[src/design/turf_defs.svh]
`ifndef TURF_DEFS_SVH
`define TURF_DEFS_SVH

////////////////////////////////////////////////////////////
// Crate bridge sizing
////////////////////////////////////////////////////////////

// TURFIO lanes behind the crate space
`define TURF_NUM_LANES      4

// Cycles a lane waits for its response after the command
`define TURF_BRIDGE_TIMEOUT 64

////////////////////////////////////////////////////////////
// Identity and version fields
////////////////////////////////////////////////////////////

// ASCII "TURF"
`define TURF_IDENT          32'h54555246

`define TURF_VER_MAJOR      4'd0
`define TURF_VER_MINOR      4'd3
`define TURF_VER_REV        8'd4

// Only the low 15 bits reach the date/version word
`define TURF_FW_DATE        16'h5C31
`define TURF_REV_B          1'b0

`endif
[src/design/turf_pkg.sv]
`default_nettype none

`include "turf_defs.svh"

package turf_pkg;

    // Bit 27 picks crate (1) or local (0)
    typedef logic [27:0] reg_addr_t;
    typedef logic [31:0] reg_data_t;

    // Crate address bits 26..25
    typedef logic [1:0]  lane_sel_t;
    // Crate address bits 24..0, as seen by the lane
    typedef logic [24:0] lane_addr_t;

    // Two bits per lane, lane 0 lowest
    typedef logic [2*`TURF_NUM_LANES-1:0] bridge_type_t;
    typedef logic [`TURF_NUM_LANES-1:0]   lane_flags_t;

    typedef enum logic [1:0] {
        BRIDGE_NONE   = 2'd0,
        BRIDGE_AURORA = 2'd1,
        BRIDGE_RSVD2  = 2'd2,
        BRIDGE_RSVD3  = 2'd3
    } bridge_kind_t;

    typedef enum logic {
        LANE_IDLE = 1'b0,
        LANE_WAIT = 1'b1
    } lane_state_t;

endpackage

`default_nettype wire

[src/design/turf_bridge_top.sv]
`timescale 1ns/100ps
`default_nettype none

`include "turf_defs.svh"

module turf_bridge_top (
    input  wire                                             ps_clk,
    input  wire                                             rst_n_i,
    // PS register access
    input  wire                                             req_valid_i,
    input  wire                                             req_write_i,
    input  wire turf_pkg::reg_addr_t                        req_addr_i,
    input  wire turf_pkg::reg_data_t                        req_wdata_i,
    output logic                                            resp_valid_o,
    output turf_pkg::reg_data_t                             resp_rdata_o,
    output logic                                            resp_err_o,
    // TURFIO lanes
    input  wire turf_pkg::lane_flags_t                      aurora_up_i,
    output turf_pkg::lane_flags_t                           cmd_valid_o,
    output turf_pkg::lane_flags_t                           cmd_write_o,
    output turf_pkg::lane_addr_t [`TURF_NUM_LANES-1:0]      cmd_addr_o,
    output turf_pkg::reg_data_t [`TURF_NUM_LANES-1:0]       cmd_wdata_o,
    input  wire turf_pkg::lane_flags_t                      resp_valid_i,
    input  wire turf_pkg::reg_data_t [`TURF_NUM_LANES-1:0]  resp_rdata_i
);

    import turf_pkg::*;

    logic                             local_req;
    logic                             local_done;
    logic                             fwd_write;
    logic                             merge_done;
    reg_addr_t                        fwd_addr;
    reg_data_t                        fwd_wdata;
    reg_data_t                        local_rdata;
    lane_flags_t                      lane_req;
    lane_flags_t                      lane_done;
    lane_flags_t                      lane_err;
    lane_flags_t                      lane_timeout;
    lane_flags_t                      lane_invalid;
    reg_data_t [`TURF_NUM_LANES-1:0]  lane_rdata;
    bridge_type_t                     bridge_type;

    turf_req_dispatch u_dispatch (
        .ps_clk      (ps_clk),
        .rst_n_i     (rst_n_i),
        .req_valid_i (req_valid_i),
        .req_write_i (req_write_i),
        .req_addr_i  (req_addr_i),
        .req_wdata_i (req_wdata_i),
        .local_req_o (local_req),
        .lane_req_o  (lane_req),
        .fwd_write_o (fwd_write),
        .fwd_addr_o  (fwd_addr),
        .fwd_wdata_o (fwd_wdata),
        .done_i      (merge_done)
    );

    ////////////////////////////////////////////////////////////
    // One bridge per TURFIO lane
    ////////////////////////////////////////////////////////////

    for (genvar i = 0; i < `TURF_NUM_LANES; i++) begin : g_lane
        turfio_lane_bridge u_lane (
            .ps_clk            (ps_clk),
            .rst_n_i           (rst_n_i),
            .lane_req_i        (lane_req[i]),
            .fwd_write_i       (fwd_write),
            .fwd_addr_i        (fwd_addr),
            .fwd_wdata_i       (fwd_wdata),
            .kind_i            (bridge_kind_t'(bridge_type[2*i +: 2])),
            .link_up_i         (aurora_up_i[i]),
            .cmd_valid_o       (cmd_valid_o[i]),
            .cmd_write_o       (cmd_write_o[i]),
            .cmd_addr_o        (cmd_addr_o[i]),
            .cmd_wdata_o       (cmd_wdata_o[i]),
            .lane_resp_valid_i (resp_valid_i[i]),
            .lane_resp_rdata_i (resp_rdata_i[i]),
            .done_o            (lane_done[i]),
            .rdata_o           (lane_rdata[i]),
            .err_o             (lane_err[i]),
            .timeout_o         (lane_timeout[i]),
            .invalid_o         (lane_invalid[i])
        );
    end

    turf_id_regs u_id_regs (
        .ps_clk        (ps_clk),
        .rst_n_i       (rst_n_i),
        .local_req_i   (local_req),
        .fwd_write_i   (fwd_write),
        .fwd_addr_i    (fwd_addr),
        .fwd_wdata_i   (fwd_wdata),
        .timeout_set_i (lane_timeout),
        .invalid_set_i (lane_invalid),
        .bridge_type_o (bridge_type),
        .done_o        (local_done),
        .rdata_o       (local_rdata)
    );

    turf_resp_merge u_merge (
        .ps_clk        (ps_clk),
        .rst_n_i       (rst_n_i),
        .lane_done_i   (lane_done),
        .lane_rdata_i  (lane_rdata),
        .lane_err_i    (lane_err),
        .local_done_i  (local_done),
        .local_rdata_i (local_rdata),
        .resp_valid_o  (resp_valid_o),
        .resp_rdata_o  (resp_rdata_o),
        .resp_err_o    (resp_err_o),
        .done_o        (merge_done)
    );

endmodule

`default_nettype wire

[src/design/turf_resp_merge.sv]
`timescale 1ns/100ps
`default_nettype none

`include "turf_defs.svh"

module turf_resp_merge (
    input  wire                                             ps_clk,
    input  wire                                             rst_n_i,
    input  wire turf_pkg::lane_flags_t                      lane_done_i,
    input  wire turf_pkg::reg_data_t [`TURF_NUM_LANES-1:0]  lane_rdata_i,
    input  wire turf_pkg::lane_flags_t                      lane_err_i,
    input  wire                                             local_done_i,
    input  wire turf_pkg::reg_data_t                        local_rdata_i,
    output logic                                            resp_valid_o,
    output turf_pkg::reg_data_t                             resp_rdata_o,
    output logic                                            resp_err_o,
    output logic                                            done_o
);

    import turf_pkg::*;

    reg_data_t sel_rdata;
    logic      sel_err;
    logic      any_done;

    assign any_done = (|lane_done_i) || local_done_i;
    // Frees the dispatcher as the response is being registered
    assign done_o   = any_done;

    // Sources are one-hot, so an OR of the enabled ones selects
    always_comb begin
        sel_rdata = local_done_i ? local_rdata_i : '0;
        sel_err   = 1'b0;
        for (int i = 0; i < `TURF_NUM_LANES; i++) begin
            if (lane_done_i[i]) begin
                sel_rdata = sel_rdata | lane_rdata_i[i];
                sel_err   = sel_err | lane_err_i[i];
            end
        end
    end

    always_ff @(posedge ps_clk) begin
        if (!rst_n_i) begin
            resp_valid_o <= 1'b0;
            resp_err_o   <= 1'b0;
        end else begin
            resp_valid_o <= any_done;
            resp_err_o   <= any_done && sel_err;
        end
    end

    always_ff @(posedge ps_clk) begin
        resp_rdata_o <= sel_rdata;
    end

    a_single_source: assert property (@(posedge ps_clk) disable iff (!rst_n_i)
        $onehot0({lane_done_i, local_done_i}));

endmodule

`default_nettype wire

[src/design/turf_id_regs.sv]
`timescale 1ns/100ps
`default_nettype none

`include "turf_defs.svh"

module turf_id_regs (
    input  wire                        ps_clk,
    input  wire                        rst_n_i,
    input  wire                        local_req_i,
    input  wire                        fwd_write_i,
    input  wire turf_pkg::reg_addr_t   fwd_addr_i,
    input  wire turf_pkg::reg_data_t   fwd_wdata_i,
    input  wire turf_pkg::lane_flags_t timeout_set_i,
    input  wire turf_pkg::lane_flags_t invalid_set_i,
    output turf_pkg::bridge_type_t     bridge_type_o,
    output logic                       done_o,
    output turf_pkg::reg_data_t        rdata_o
);

    import turf_pkg::*;

    localparam int             NL      = `TURF_NUM_LANES;
    localparam logic [15:0]    FW_DATE = `TURF_FW_DATE;
    localparam reg_data_t      DATEVER = {`TURF_REV_B, FW_DATE[14:0],
                                          `TURF_VER_MAJOR, `TURF_VER_MINOR, `TURF_VER_REV};

    lane_flags_t tmo_flags;
    lane_flags_t inv_flags;
    lane_flags_t tmo_clr;
    lane_flags_t inv_clr;
    logic        in_range;
    logic [1:0]  offset;
    logic        wr_en;
    reg_data_t   read_word;

    // Only the four words at the bottom of local space exist
    assign in_range = (fwd_addr_i[26:4] == '0);
    assign offset   = fwd_addr_i[3:2];
    assign wr_en    = local_req_i && fwd_write_i && in_range;

    // Write-one-to-clear on status
    assign tmo_clr = (wr_en && offset == 2'd3) ? fwd_wdata_i[NL-1:0]    : '0;
    assign inv_clr = (wr_en && offset == 2'd3) ? fwd_wdata_i[2*NL-1:NL] : '0;

    always_comb begin
        case (offset)
            2'd0:    read_word = `TURF_IDENT;
            2'd1:    read_word = DATEVER;
            2'd2:    read_word = reg_data_t'(bridge_type_o);
            default: read_word = reg_data_t'({inv_flags, tmo_flags});
        endcase
    end

    always_ff @(posedge ps_clk) begin
        if (!rst_n_i) begin
            done_o        <= 1'b0;
            bridge_type_o <= '0;
            tmo_flags     <= '0;
            inv_flags     <= '0;
        end else begin
            done_o <= local_req_i;
            if (wr_en && offset == 2'd2) begin
                bridge_type_o <= fwd_wdata_i[2*NL-1:0];
            end
            // A set in the same cycle wins over a clear
            tmo_flags <= (tmo_flags & ~tmo_clr) | timeout_set_i;
            inv_flags <= (inv_flags & ~inv_clr) | invalid_set_i;
        end
    end

    always_ff @(posedge ps_clk) begin
        if (local_req_i) begin
            rdata_o <= (fwd_write_i || !in_range) ? '0 : read_word;
        end
    end

endmodule

`default_nettype wire

[src/design/turfio_lane_bridge.sv]
`timescale 1ns/100ps
`default_nettype none

`include "turf_defs.svh"

module turfio_lane_bridge (
    input  wire                         ps_clk,
    input  wire                         rst_n_i,
    input  wire                         lane_req_i,
    input  wire                         fwd_write_i,
    input  wire turf_pkg::reg_addr_t    fwd_addr_i,
    input  wire turf_pkg::reg_data_t    fwd_wdata_i,
    input  wire turf_pkg::bridge_kind_t kind_i,
    input  wire                         link_up_i,
    output logic                        cmd_valid_o,
    output logic                        cmd_write_o,
    output turf_pkg::lane_addr_t        cmd_addr_o,
    output turf_pkg::reg_data_t         cmd_wdata_o,
    input  wire                         lane_resp_valid_i,
    input  wire turf_pkg::reg_data_t    lane_resp_rdata_i,
    output logic                        done_o,
    output turf_pkg::reg_data_t         rdata_o,
    output logic                        err_o,
    output logic                        timeout_o,
    output logic                        invalid_o
);

    import turf_pkg::*;

    localparam int TMO_W = $clog2(`TURF_BRIDGE_TIMEOUT);

    lane_state_t      state;
    logic [TMO_W-1:0] tmo_cnt;
    logic             issue;
    logic             reject;

    // Link state is sampled with the request
    assign issue  = lane_req_i && (kind_i == BRIDGE_AURORA) && link_up_i;
    assign reject = lane_req_i && ((kind_i == BRIDGE_RSVD2) || (kind_i == BRIDGE_RSVD3) ||
                                   ((kind_i == BRIDGE_AURORA) && !link_up_i));

    ////////////////////////////////////////////////////////////
    // Lane FSM
    ////////////////////////////////////////////////////////////

    always_ff @(posedge ps_clk) begin
        if (!rst_n_i) begin
            state       <= LANE_IDLE;
            tmo_cnt     <= '0;
            cmd_valid_o <= 1'b0;
            done_o      <= 1'b0;
            err_o       <= 1'b0;
            timeout_o   <= 1'b0;
            invalid_o   <= 1'b0;
        end else begin
            cmd_valid_o <= issue;
            done_o      <= 1'b0;
            err_o       <= 1'b0;
            timeout_o   <= 1'b0;
            invalid_o   <= 1'b0;
            case (state)
                LANE_IDLE: begin
                    if (cmd_valid_o) begin
                        // Command is out, start waiting
                        state   <= LANE_WAIT;
                        tmo_cnt <= TMO_W'(`TURF_BRIDGE_TIMEOUT - 1);
                    end else if (lane_req_i && !issue) begin
                        // NONE answers locally, anything else is invalid
                        done_o    <= 1'b1;
                        err_o     <= reject;
                        invalid_o <= reject;
                    end
                end
                LANE_WAIT: begin
                    if (lane_resp_valid_i) begin
                        state  <= LANE_IDLE;
                        done_o <= 1'b1;
                    end else if (tmo_cnt == '0) begin
                        state     <= LANE_IDLE;
                        done_o    <= 1'b1;
                        err_o     <= 1'b1;
                        timeout_o <= 1'b1;
                    end else begin
                        tmo_cnt <= tmo_cnt - 1'b1;
                    end
                end
                default: state <= LANE_IDLE;
            endcase
        end
    end

    ////////////////////////////////////////////////////////////
    // Command and response payload
    ////////////////////////////////////////////////////////////

    always_ff @(posedge ps_clk) begin
        // Zero unless a real response completes the access
        rdata_o <= (state == LANE_WAIT && lane_resp_valid_i) ? lane_resp_rdata_i : '0;
        if (issue) begin
            cmd_write_o <= fwd_write_i;
            cmd_addr_o  <= lane_addr_t'(fwd_addr_i[24:0]);
            cmd_wdata_o <= fwd_wdata_i;
        end
    end

    a_no_cmd_in_wait: assert property (@(posedge ps_clk) disable iff (!rst_n_i)
        state == LANE_WAIT |-> !cmd_valid_o);

endmodule

`default_nettype wire

[src/design/turf_req_dispatch.sv]
`timescale 1ns/100ps
`default_nettype none

module turf_req_dispatch (
    input  wire                       ps_clk,
    input  wire                       rst_n_i,
    input  wire                       req_valid_i,
    input  wire                       req_write_i,
    input  wire turf_pkg::reg_addr_t  req_addr_i,
    input  wire turf_pkg::reg_data_t  req_wdata_i,
    output logic                      local_req_o,
    output turf_pkg::lane_flags_t     lane_req_o,
    output logic                      fwd_write_o,
    output turf_pkg::reg_addr_t       fwd_addr_o,
    output turf_pkg::reg_data_t       fwd_wdata_o,
    input  wire                       done_i
);

    import turf_pkg::*;

    logic      busy;
    logic      accept;
    lane_sel_t req_lane;

    // Only one access may be in flight
    assign accept   = req_valid_i && !busy;
    assign req_lane = lane_sel_t'(req_addr_i[26:25]);

    always_ff @(posedge ps_clk) begin
        if (!rst_n_i) begin
            busy        <= 1'b0;
            local_req_o <= 1'b0;
            lane_req_o  <= '0;
        end else begin
            local_req_o <= accept && !req_addr_i[27];
            lane_req_o  <= '0;
            if (accept && req_addr_i[27]) begin
                lane_req_o[req_lane] <= 1'b1;
            end
            if (accept) begin
                busy <= 1'b1;
            end else if (done_i) begin
                busy <= 1'b0;
            end
        end
    end

    // Shared request fields, held until the next access
    always_ff @(posedge ps_clk) begin
        if (accept) begin
            fwd_write_o <= req_write_i;
            fwd_addr_o  <= req_addr_i;
            fwd_wdata_o <= req_wdata_i;
        end
    end

    a_no_overlap: assert property (@(posedge ps_clk) disable iff (!rst_n_i)
        req_valid_i |-> !busy);

    // The merger only completes an access that was dispatched
    a_done_busy: assert property (@(posedge ps_clk) disable iff (!rst_n_i)
        done_i |-> busy);

endmodule

`default_nettype wire

[config.mk]
export PLATFORM = sky130hd
export DESIGN_NAME = turf_bridge_top
export DESIGN_NICKNAME = d
export VERILOG_FILES = /design/src/design/turf_pkg.sv /design/src/design/turf_bridge_top.sv /design/src/design/turf_resp_merge.sv /design/src/design/turf_id_regs.sv /design/src/design/turfio_lane_bridge.sv /design/src/design/turf_req_dispatch.sv
export VERILOG_INCLUDE_DIRS = /design/src /design/src/design
export SDC_FILE = /design/constraint.sdc
export NUM_CORES = 1
export LEC_CHECK = 0
export BUFFER_PORTS_ARGS = -buffer_cell sky130_fd_sc_hd__buf_4
export CORE_AREA = 2 2 180 182
export CTS_CLUSTER_DIAMETER = 80
export DETAILED_ROUTE_END_ITERATION = 16
export DIE_AREA = 0 0 182 184
export GPL_ROUTABILITY_DRIVEN = 0
export GPL_TIMING_DRIVEN = 0
export PLACE_DENSITY = 0.84
export SETUP_SLACK_MARGIN = 0.1
export SLEW_MARGIN = 20
export SYNTH_ARGS = -nofsm -noshare
export SYNTH_HDL_FRONTEND = slang
export SYNTH_HIERARCHICAL = 1
export SYNTH_SLANG_ARGS = --single-unit
[constraint.sdc]
create_clock -name ps_clk -period 7.8 [get_ports ps_clk]
set_input_delay 1.17 -clock ps_clk [delete_from_list [all_inputs] [get_ports ps_clk]]
set_output_delay 1.17 -clock ps_clk [all_outputs]
set_load 0.03 [all_outputs]
# Yosys cells after proc, flatten, opt, wreduce, memory -nomap -nowiden
# Cells that the tools add are included.
# op_classes
muxes,84
reduce_logical,75
add_sub_neg,4
n_lt_le_gt_ge,2
bitwise,18
n_eq_ne,27
# op_table
op,n
two-way mux 32 bit,5
bitwise OR 32 bit,4
case mux 31 bit (3 select lines),1
two-way mux 6 bit,12
case mux 6 bit (2 select lines),4
two-way mux 1 bit,47
logical AND 1 bit,33
logical NOT 6 bit,4
case mux 1 bit (2 select lines),12
"subtractor 6 x 1 -> 6 bit, second input constant",4
logical NOT 23 bit,1
"== test 2 bit, second input constant",10
"!= test 2 bit, second input constant",8
AND reduction 3 bit,4
logical NOT 1 bit,11
"== test 2 x 1 -> 1 bit, second input constant",5
logical OR 1 bit,10
AND reduction 2 bit,5
bitwise AND 4 bit,2
two-way mux 4 bit,2
"!= test 2 x 1 -> 1 bit, second input constant",4
NOT 4 bit,2
bitwise OR 4 bit,2
OR reduction 2 bit,4
8 further kinds,14
# totals
regBits,557
wordCells,268

# Logic depth before layout (Yosys ltp)
# depth
ltp_word,9
depth_mapped,5
ltp_nobuf,5

# Modules after synthesis
# The synthesis kept the hierarchy.
# by_module_without_submodules
module,area_per_inst_um2,n_inst,cells_each,seq_area_each_um2
turfio_lane_bridge,3143.0,4,188,2622.5
turf_req_dispatch,2039.5,1,79,1951.9
turf_resp_merge,1477.7,1,155,680.7
turf_id_regs,1392.6,1,141,670.6

# Worst setup path after synthesis
# OpenSTA, ideal clock, no wires.
# synth_path
path_type,input -> register
start,input port req_valid_i
end,"register u_dispatch.fwd_addr_o[0], enable pin"
path_stages,1
required_time_ns,7.313
arrival_ns,3.856
setup_time_ns,0.487
setup_slack_ns,3.457
path_cell_list,nor2b_1
# synth_between
elab_chain_len,1
# synth_rtl
item,line,rtl
"start, declared",turf_bridge_top.sv:10,"input wire req_valid_i,"
logical AND 1 bit,turf_req_dispatch.sv:26,assign accept = req_valid_i && !busy;
"end signal, assigned",turf_req_dispatch.sv:52,fwd_addr_o <= req_addr_i;
"end, declared",turf_req_dispatch.sv:14,"output turf_pkg::reg_addr_t fwd_addr_o,"
# No other way between the ends.
# A chain may end at the register's enable or synchronous reset.

# Worst setup path in the final report
# layout_path
start,register g_lane[2].u_lane.cmd_addr_o[19]
end,output port cmd_addr_o[69] (netlist bit)
# layout_rtl
item,line,rtl
"start, declared",turfio_lane_bridge.sv:17,"output turf_pkg::lane_addr_t cmd_addr_o,"
"start signal, assigned",turfio_lane_bridge.sv:101,cmd_addr_o <= lane_addr_t'(fwd_addr_i[24:0]);
"end, declared",turf_bridge_top.sv:21,"output turf_pkg::lane_addr_t [`TURF_NUM_LANES-1:0] cmd_addr_o,"
# No word-level cell between the ends.

==> metrics.log <==
[metrics] CP Capture Type: output port
[metrics] via count of the routed design: 11830
[metrics] antenna violations before repair: 3
[metrics] hold bufs inserted after CTS: 0
[metrics] Buffers & Inverters on Critical Path: 1
[metrics] pin count of the biggest net entering global routing: 40
[metrics] post-CTS setup buffer count: 0
[metrics] power density over cell area: 243.0 nW/um^2
[metrics] cell at the slowest stage of the critical path: sky130_fd_sc_hd__edfxtp_1
[metrics] y dimension of the die: 184 um
[metrics] final global-route overflow total: 0
[metrics] worst path required time: 6.63 ns
[metrics] FF-to-FF End: u_id_regs/rdata_o[7]$_SDFFCE_PP0P_
[metrics] hold violation total from the final report: 0
[metrics] startpoint of the most critical register-to-register path: u_dispatch/fwd_addr_o[10]$_DFFE_PP_
[metrics] non-filler cells, final: 2110
[metrics] clock buffers created by TritonCTS: 51
[metrics] GR peak layer: met2
[metrics] LEAKAGE: 0.009710 uW
[metrics] fmax: 427.3 MHz
[metrics] sequential standard cell area: 13760 um^2
[metrics] global routing usage on met3: 6.933%
[metrics] headroom to the max-slew limit: 47.93%
[metrics] data arrival time of the worst path: 1.17 ns
[metrics] max-cap check violation count: 0
[metrics] wire length of the first global-routing pass: 72.11 mm
[metrics] proportion of layout cells with a drive suffix above 1: 35.76%
[metrics] Setup Crit Path Kind: reg -> out
[metrics] area of combinational cells with multiple inputs: 3252 um^2
[metrics] layout overhead on the synthesized area: 34.06%
[metrics] worst hold-check slack: 0.4503 ns
[metrics] highest cell delay on the worst timing path: 0.41 ns
[metrics] final cell utilization of the core: 74.53%
[metrics] clock tree root buffer cell: sky130_fd_sc_hd__clkbuf_16
[metrics] minimum period implied by the final worst setup slack: 2.340 ns
[metrics] cells along the critical path: buf_4
[metrics] synthesized netlist cell count: 1126
[metrics] GRT Resource Usage Total: 28.88%
[metrics] worst setup slack before clock tree synthesis: 5.150 ns
[metrics] average footprint of a synthesized cell: 15.50 um^2
[metrics] met1 track demand over resource: 34.31%
[metrics] filler cell count in the final layout: 1825
[metrics] r2r worst-path depth: 4
[metrics] total iterations of the first detailed-routing run: 6
[metrics] outcome: complete, no violations
[metrics] synthesis warning total: 6
[metrics] beginning of the worst hold path: g_lane[2].u_lane/rdata_o[13]$_SDFF_PP0_
[metrics] class of the most critical hold timing path: reg -> reg
[metrics] worst-path fanout max: 1
[metrics] cell depth of the worst hold path: 2
[metrics] met2 Track Usage GR: 50.69%
[metrics] DRT iter0 DRCs: 1301
[metrics] Max rail drop VDD: 0.0001979 V
[metrics] H-tree depth reported by CTS: 2
[metrics] Slew Limit Fails: 0
[metrics] transition at the pin with the smallest max-transition slack: 0.7810 ns
[metrics] Die Width: 182 um
[metrics] post-route clock skew: 0.02266 ns
[metrics] number of global-route vias before repair: 11830
[metrics] Site Rows: 65
[metrics] Crit. Startpoint: g_lane[2].u_lane/cmd_addr_o[19]$_DFFE_PP_
[metrics] Max clock buf depth: 3
[metrics] wirelength, routed: 50.09 mm
[metrics] Hold EP: u_merge/resp_rdata_o[13]$_DFF_P_
[metrics] TritonCTS clock tree: done
[metrics] # IOs: 470
[metrics] hpwl dp: 34.89 mm
[metrics] r2r setup slk: 5.63 ns
[metrics] DRC viols: 0
[metrics] Skew-Pair Late Insertion Delay: 0.56 ns
[metrics] count of instances resized after the clock tree is built: 0
[metrics] placed cell count: 2013
[metrics] die area: 33490 um^2
[metrics] drt wl/cell: 23.74 um
[metrics] unrepaired setup endpoints after global routing: no
[metrics] clock-pin slew on the worst setup and hold paths: 0.06 ns
[metrics] Critical Path Source Type: register
[metrics] worst setup margin: 5.460 ns
[metrics] cell area after synthesis: 17450 um^2
[metrics] number of buffer cells added on primary ports: 469
[metrics] post-detailed-route via-to-cell ratio: 5.608
[metrics] cell family with the largest share of critical-path delay: flip-flops
[metrics] net count of the finished layout: 1872
[metrics] initial core utilization: 55.59%
[metrics] final count of negative-setup-slack endpoints: 0
[metrics] Sink Count: 536
[metrics] portion of the clock cycle consumed by the worst path in the final layout: 30.00%
[metrics] Total Negative Setup Slacks: 0 ns
[metrics] count of antenna-violating nets left after detailed routing: 0
[metrics] CORE AREA: 31390 um^2
## routing by layer
metal  vias to the layer above  share of wire, %
met5                         -             0.028
met4                         2               4.0
met3                       120               8.4
met2                       597                51
met1                      5831                36
li1                       5282                 -
## through the flow
step / cell area [um^2] / total power [uW]
4_1_cts: 23390 / 5708
3_5_place_dp: 21670 / 3237
3_3_place_gp: 21510 / 3230
6_report: 23400 / 5686
2_1_floorplan: 17490 / 3121
5_1_grt: 23390 / 5828
## where the power goes
group / total, uW / switching, uW / internal (uW) / leakage [uW]
sequential: 3040 / 29.6 / 3010 / 0.00465
combinational: 143 / 62.5 / 80.4 / 0.00421
clock: 2510 / 1030 / 1480 / 0.000844
total: 5690 / 1120 / 4560 / 0.00971
## sequential cells by signal (all words and copies together), names as in the netlist, 8 cells and up
name,count
u_id_regs/bridge_type_o,8
u_dispatch/fwd_wdata_o,32
u_id_regs/rdata_o,11
u_dispatch/fwd_addr_o,27
u_merge/resp_rdata_o,32
g_lane.u_lane/cmd_addr_o,100
g_lane.u_lane/tmo_cnt,24
g_lane.u_lane/cmd_wdata_o,128
g_lane.u_lane/rdata_o,128
## cell usage in the layout, fill, tap and decap left out, types with 5 or more instances in the layout
master                        n
sky130_fd_sc_hd__o221a_2      8
sky130_fd_sc_hd__a22oi_1     34
sky130_fd_sc_hd__nor4_1       6
sky130_fd_sc_hd__clkinv_1     7
sky130_fd_sc_hd__or3_1        5
sky130_fd_sc_hd__nor2b_1      8
sky130_fd_sc_hd__edfxtp_1   303
sky130_fd_sc_hd__clkinv_2     6
sky130_fd_sc_hd__nand3_1      8
sky130_fd_sc_hd__or2_2        5
sky130_fd_sc_hd__a31oi_1     10
sky130_fd_sc_hd__clkbuf_1    63
sky130_fd_sc_hd__nor3_1      11
sky130_fd_sc_hd__inv_1       38
sky130_fd_sc_hd__nor2_1      29
sky130_fd_sc_hd__a222oi_1    32
sky130_fd_sc_hd__clkbuf_8     8
sky130_fd_sc_hd__and2_1       5
sky130_fd_sc_hd__nand2b_1     9
sky130_fd_sc_hd__conb_1      11
sky130_fd_sc_hd__mux2i_1     14
sky130_fd_sc_hd__and3_1     128
sky130_fd_sc_hd__clkbuf_16   54
sky130_fd_sc_hd__a21oi_1     19
sky130_fd_sc_hd__buf_4      490
sky130_fd_sc_hd__o21ai_0     12
sky130_fd_sc_hd__nand2_1     67
sky130_fd_sc_hd__a2bb2oi_1    8
sky130_fd_sc_hd__ha_1         8
sky130_fd_sc_hd__dfxtp_1    233
## area by class of cell
type	count	share of cell area, %
antenna	2	0.02139
buffer	73	1.513
clock buffer	75	6.455
clock inverter	20	0.8984
inverter	38	0.6097
multi-input combinational	489	13.90
sequential	536	58.83
tap	402	2.150
timing repair buffer	475	15.63
## how the worst max path moves through the flow
stage	cells after the start	to
global placement	2	u_dispatch/fwd_wdata_o[23]$_DFFE_PP_
floorplan	1	u_dispatch/fwd_addr_o[0]$_DFFE_PP_
global route	1	cmd_addr_o[17]
CTS	1	cmd_addr_o[17]
finish	1	cmd_addr_o[69]
detailed placement	4	u_dispatch/fwd_addr_o[13]$_DFFE_PP_
No activity file was read; power rests on OpenSTA's default activity.
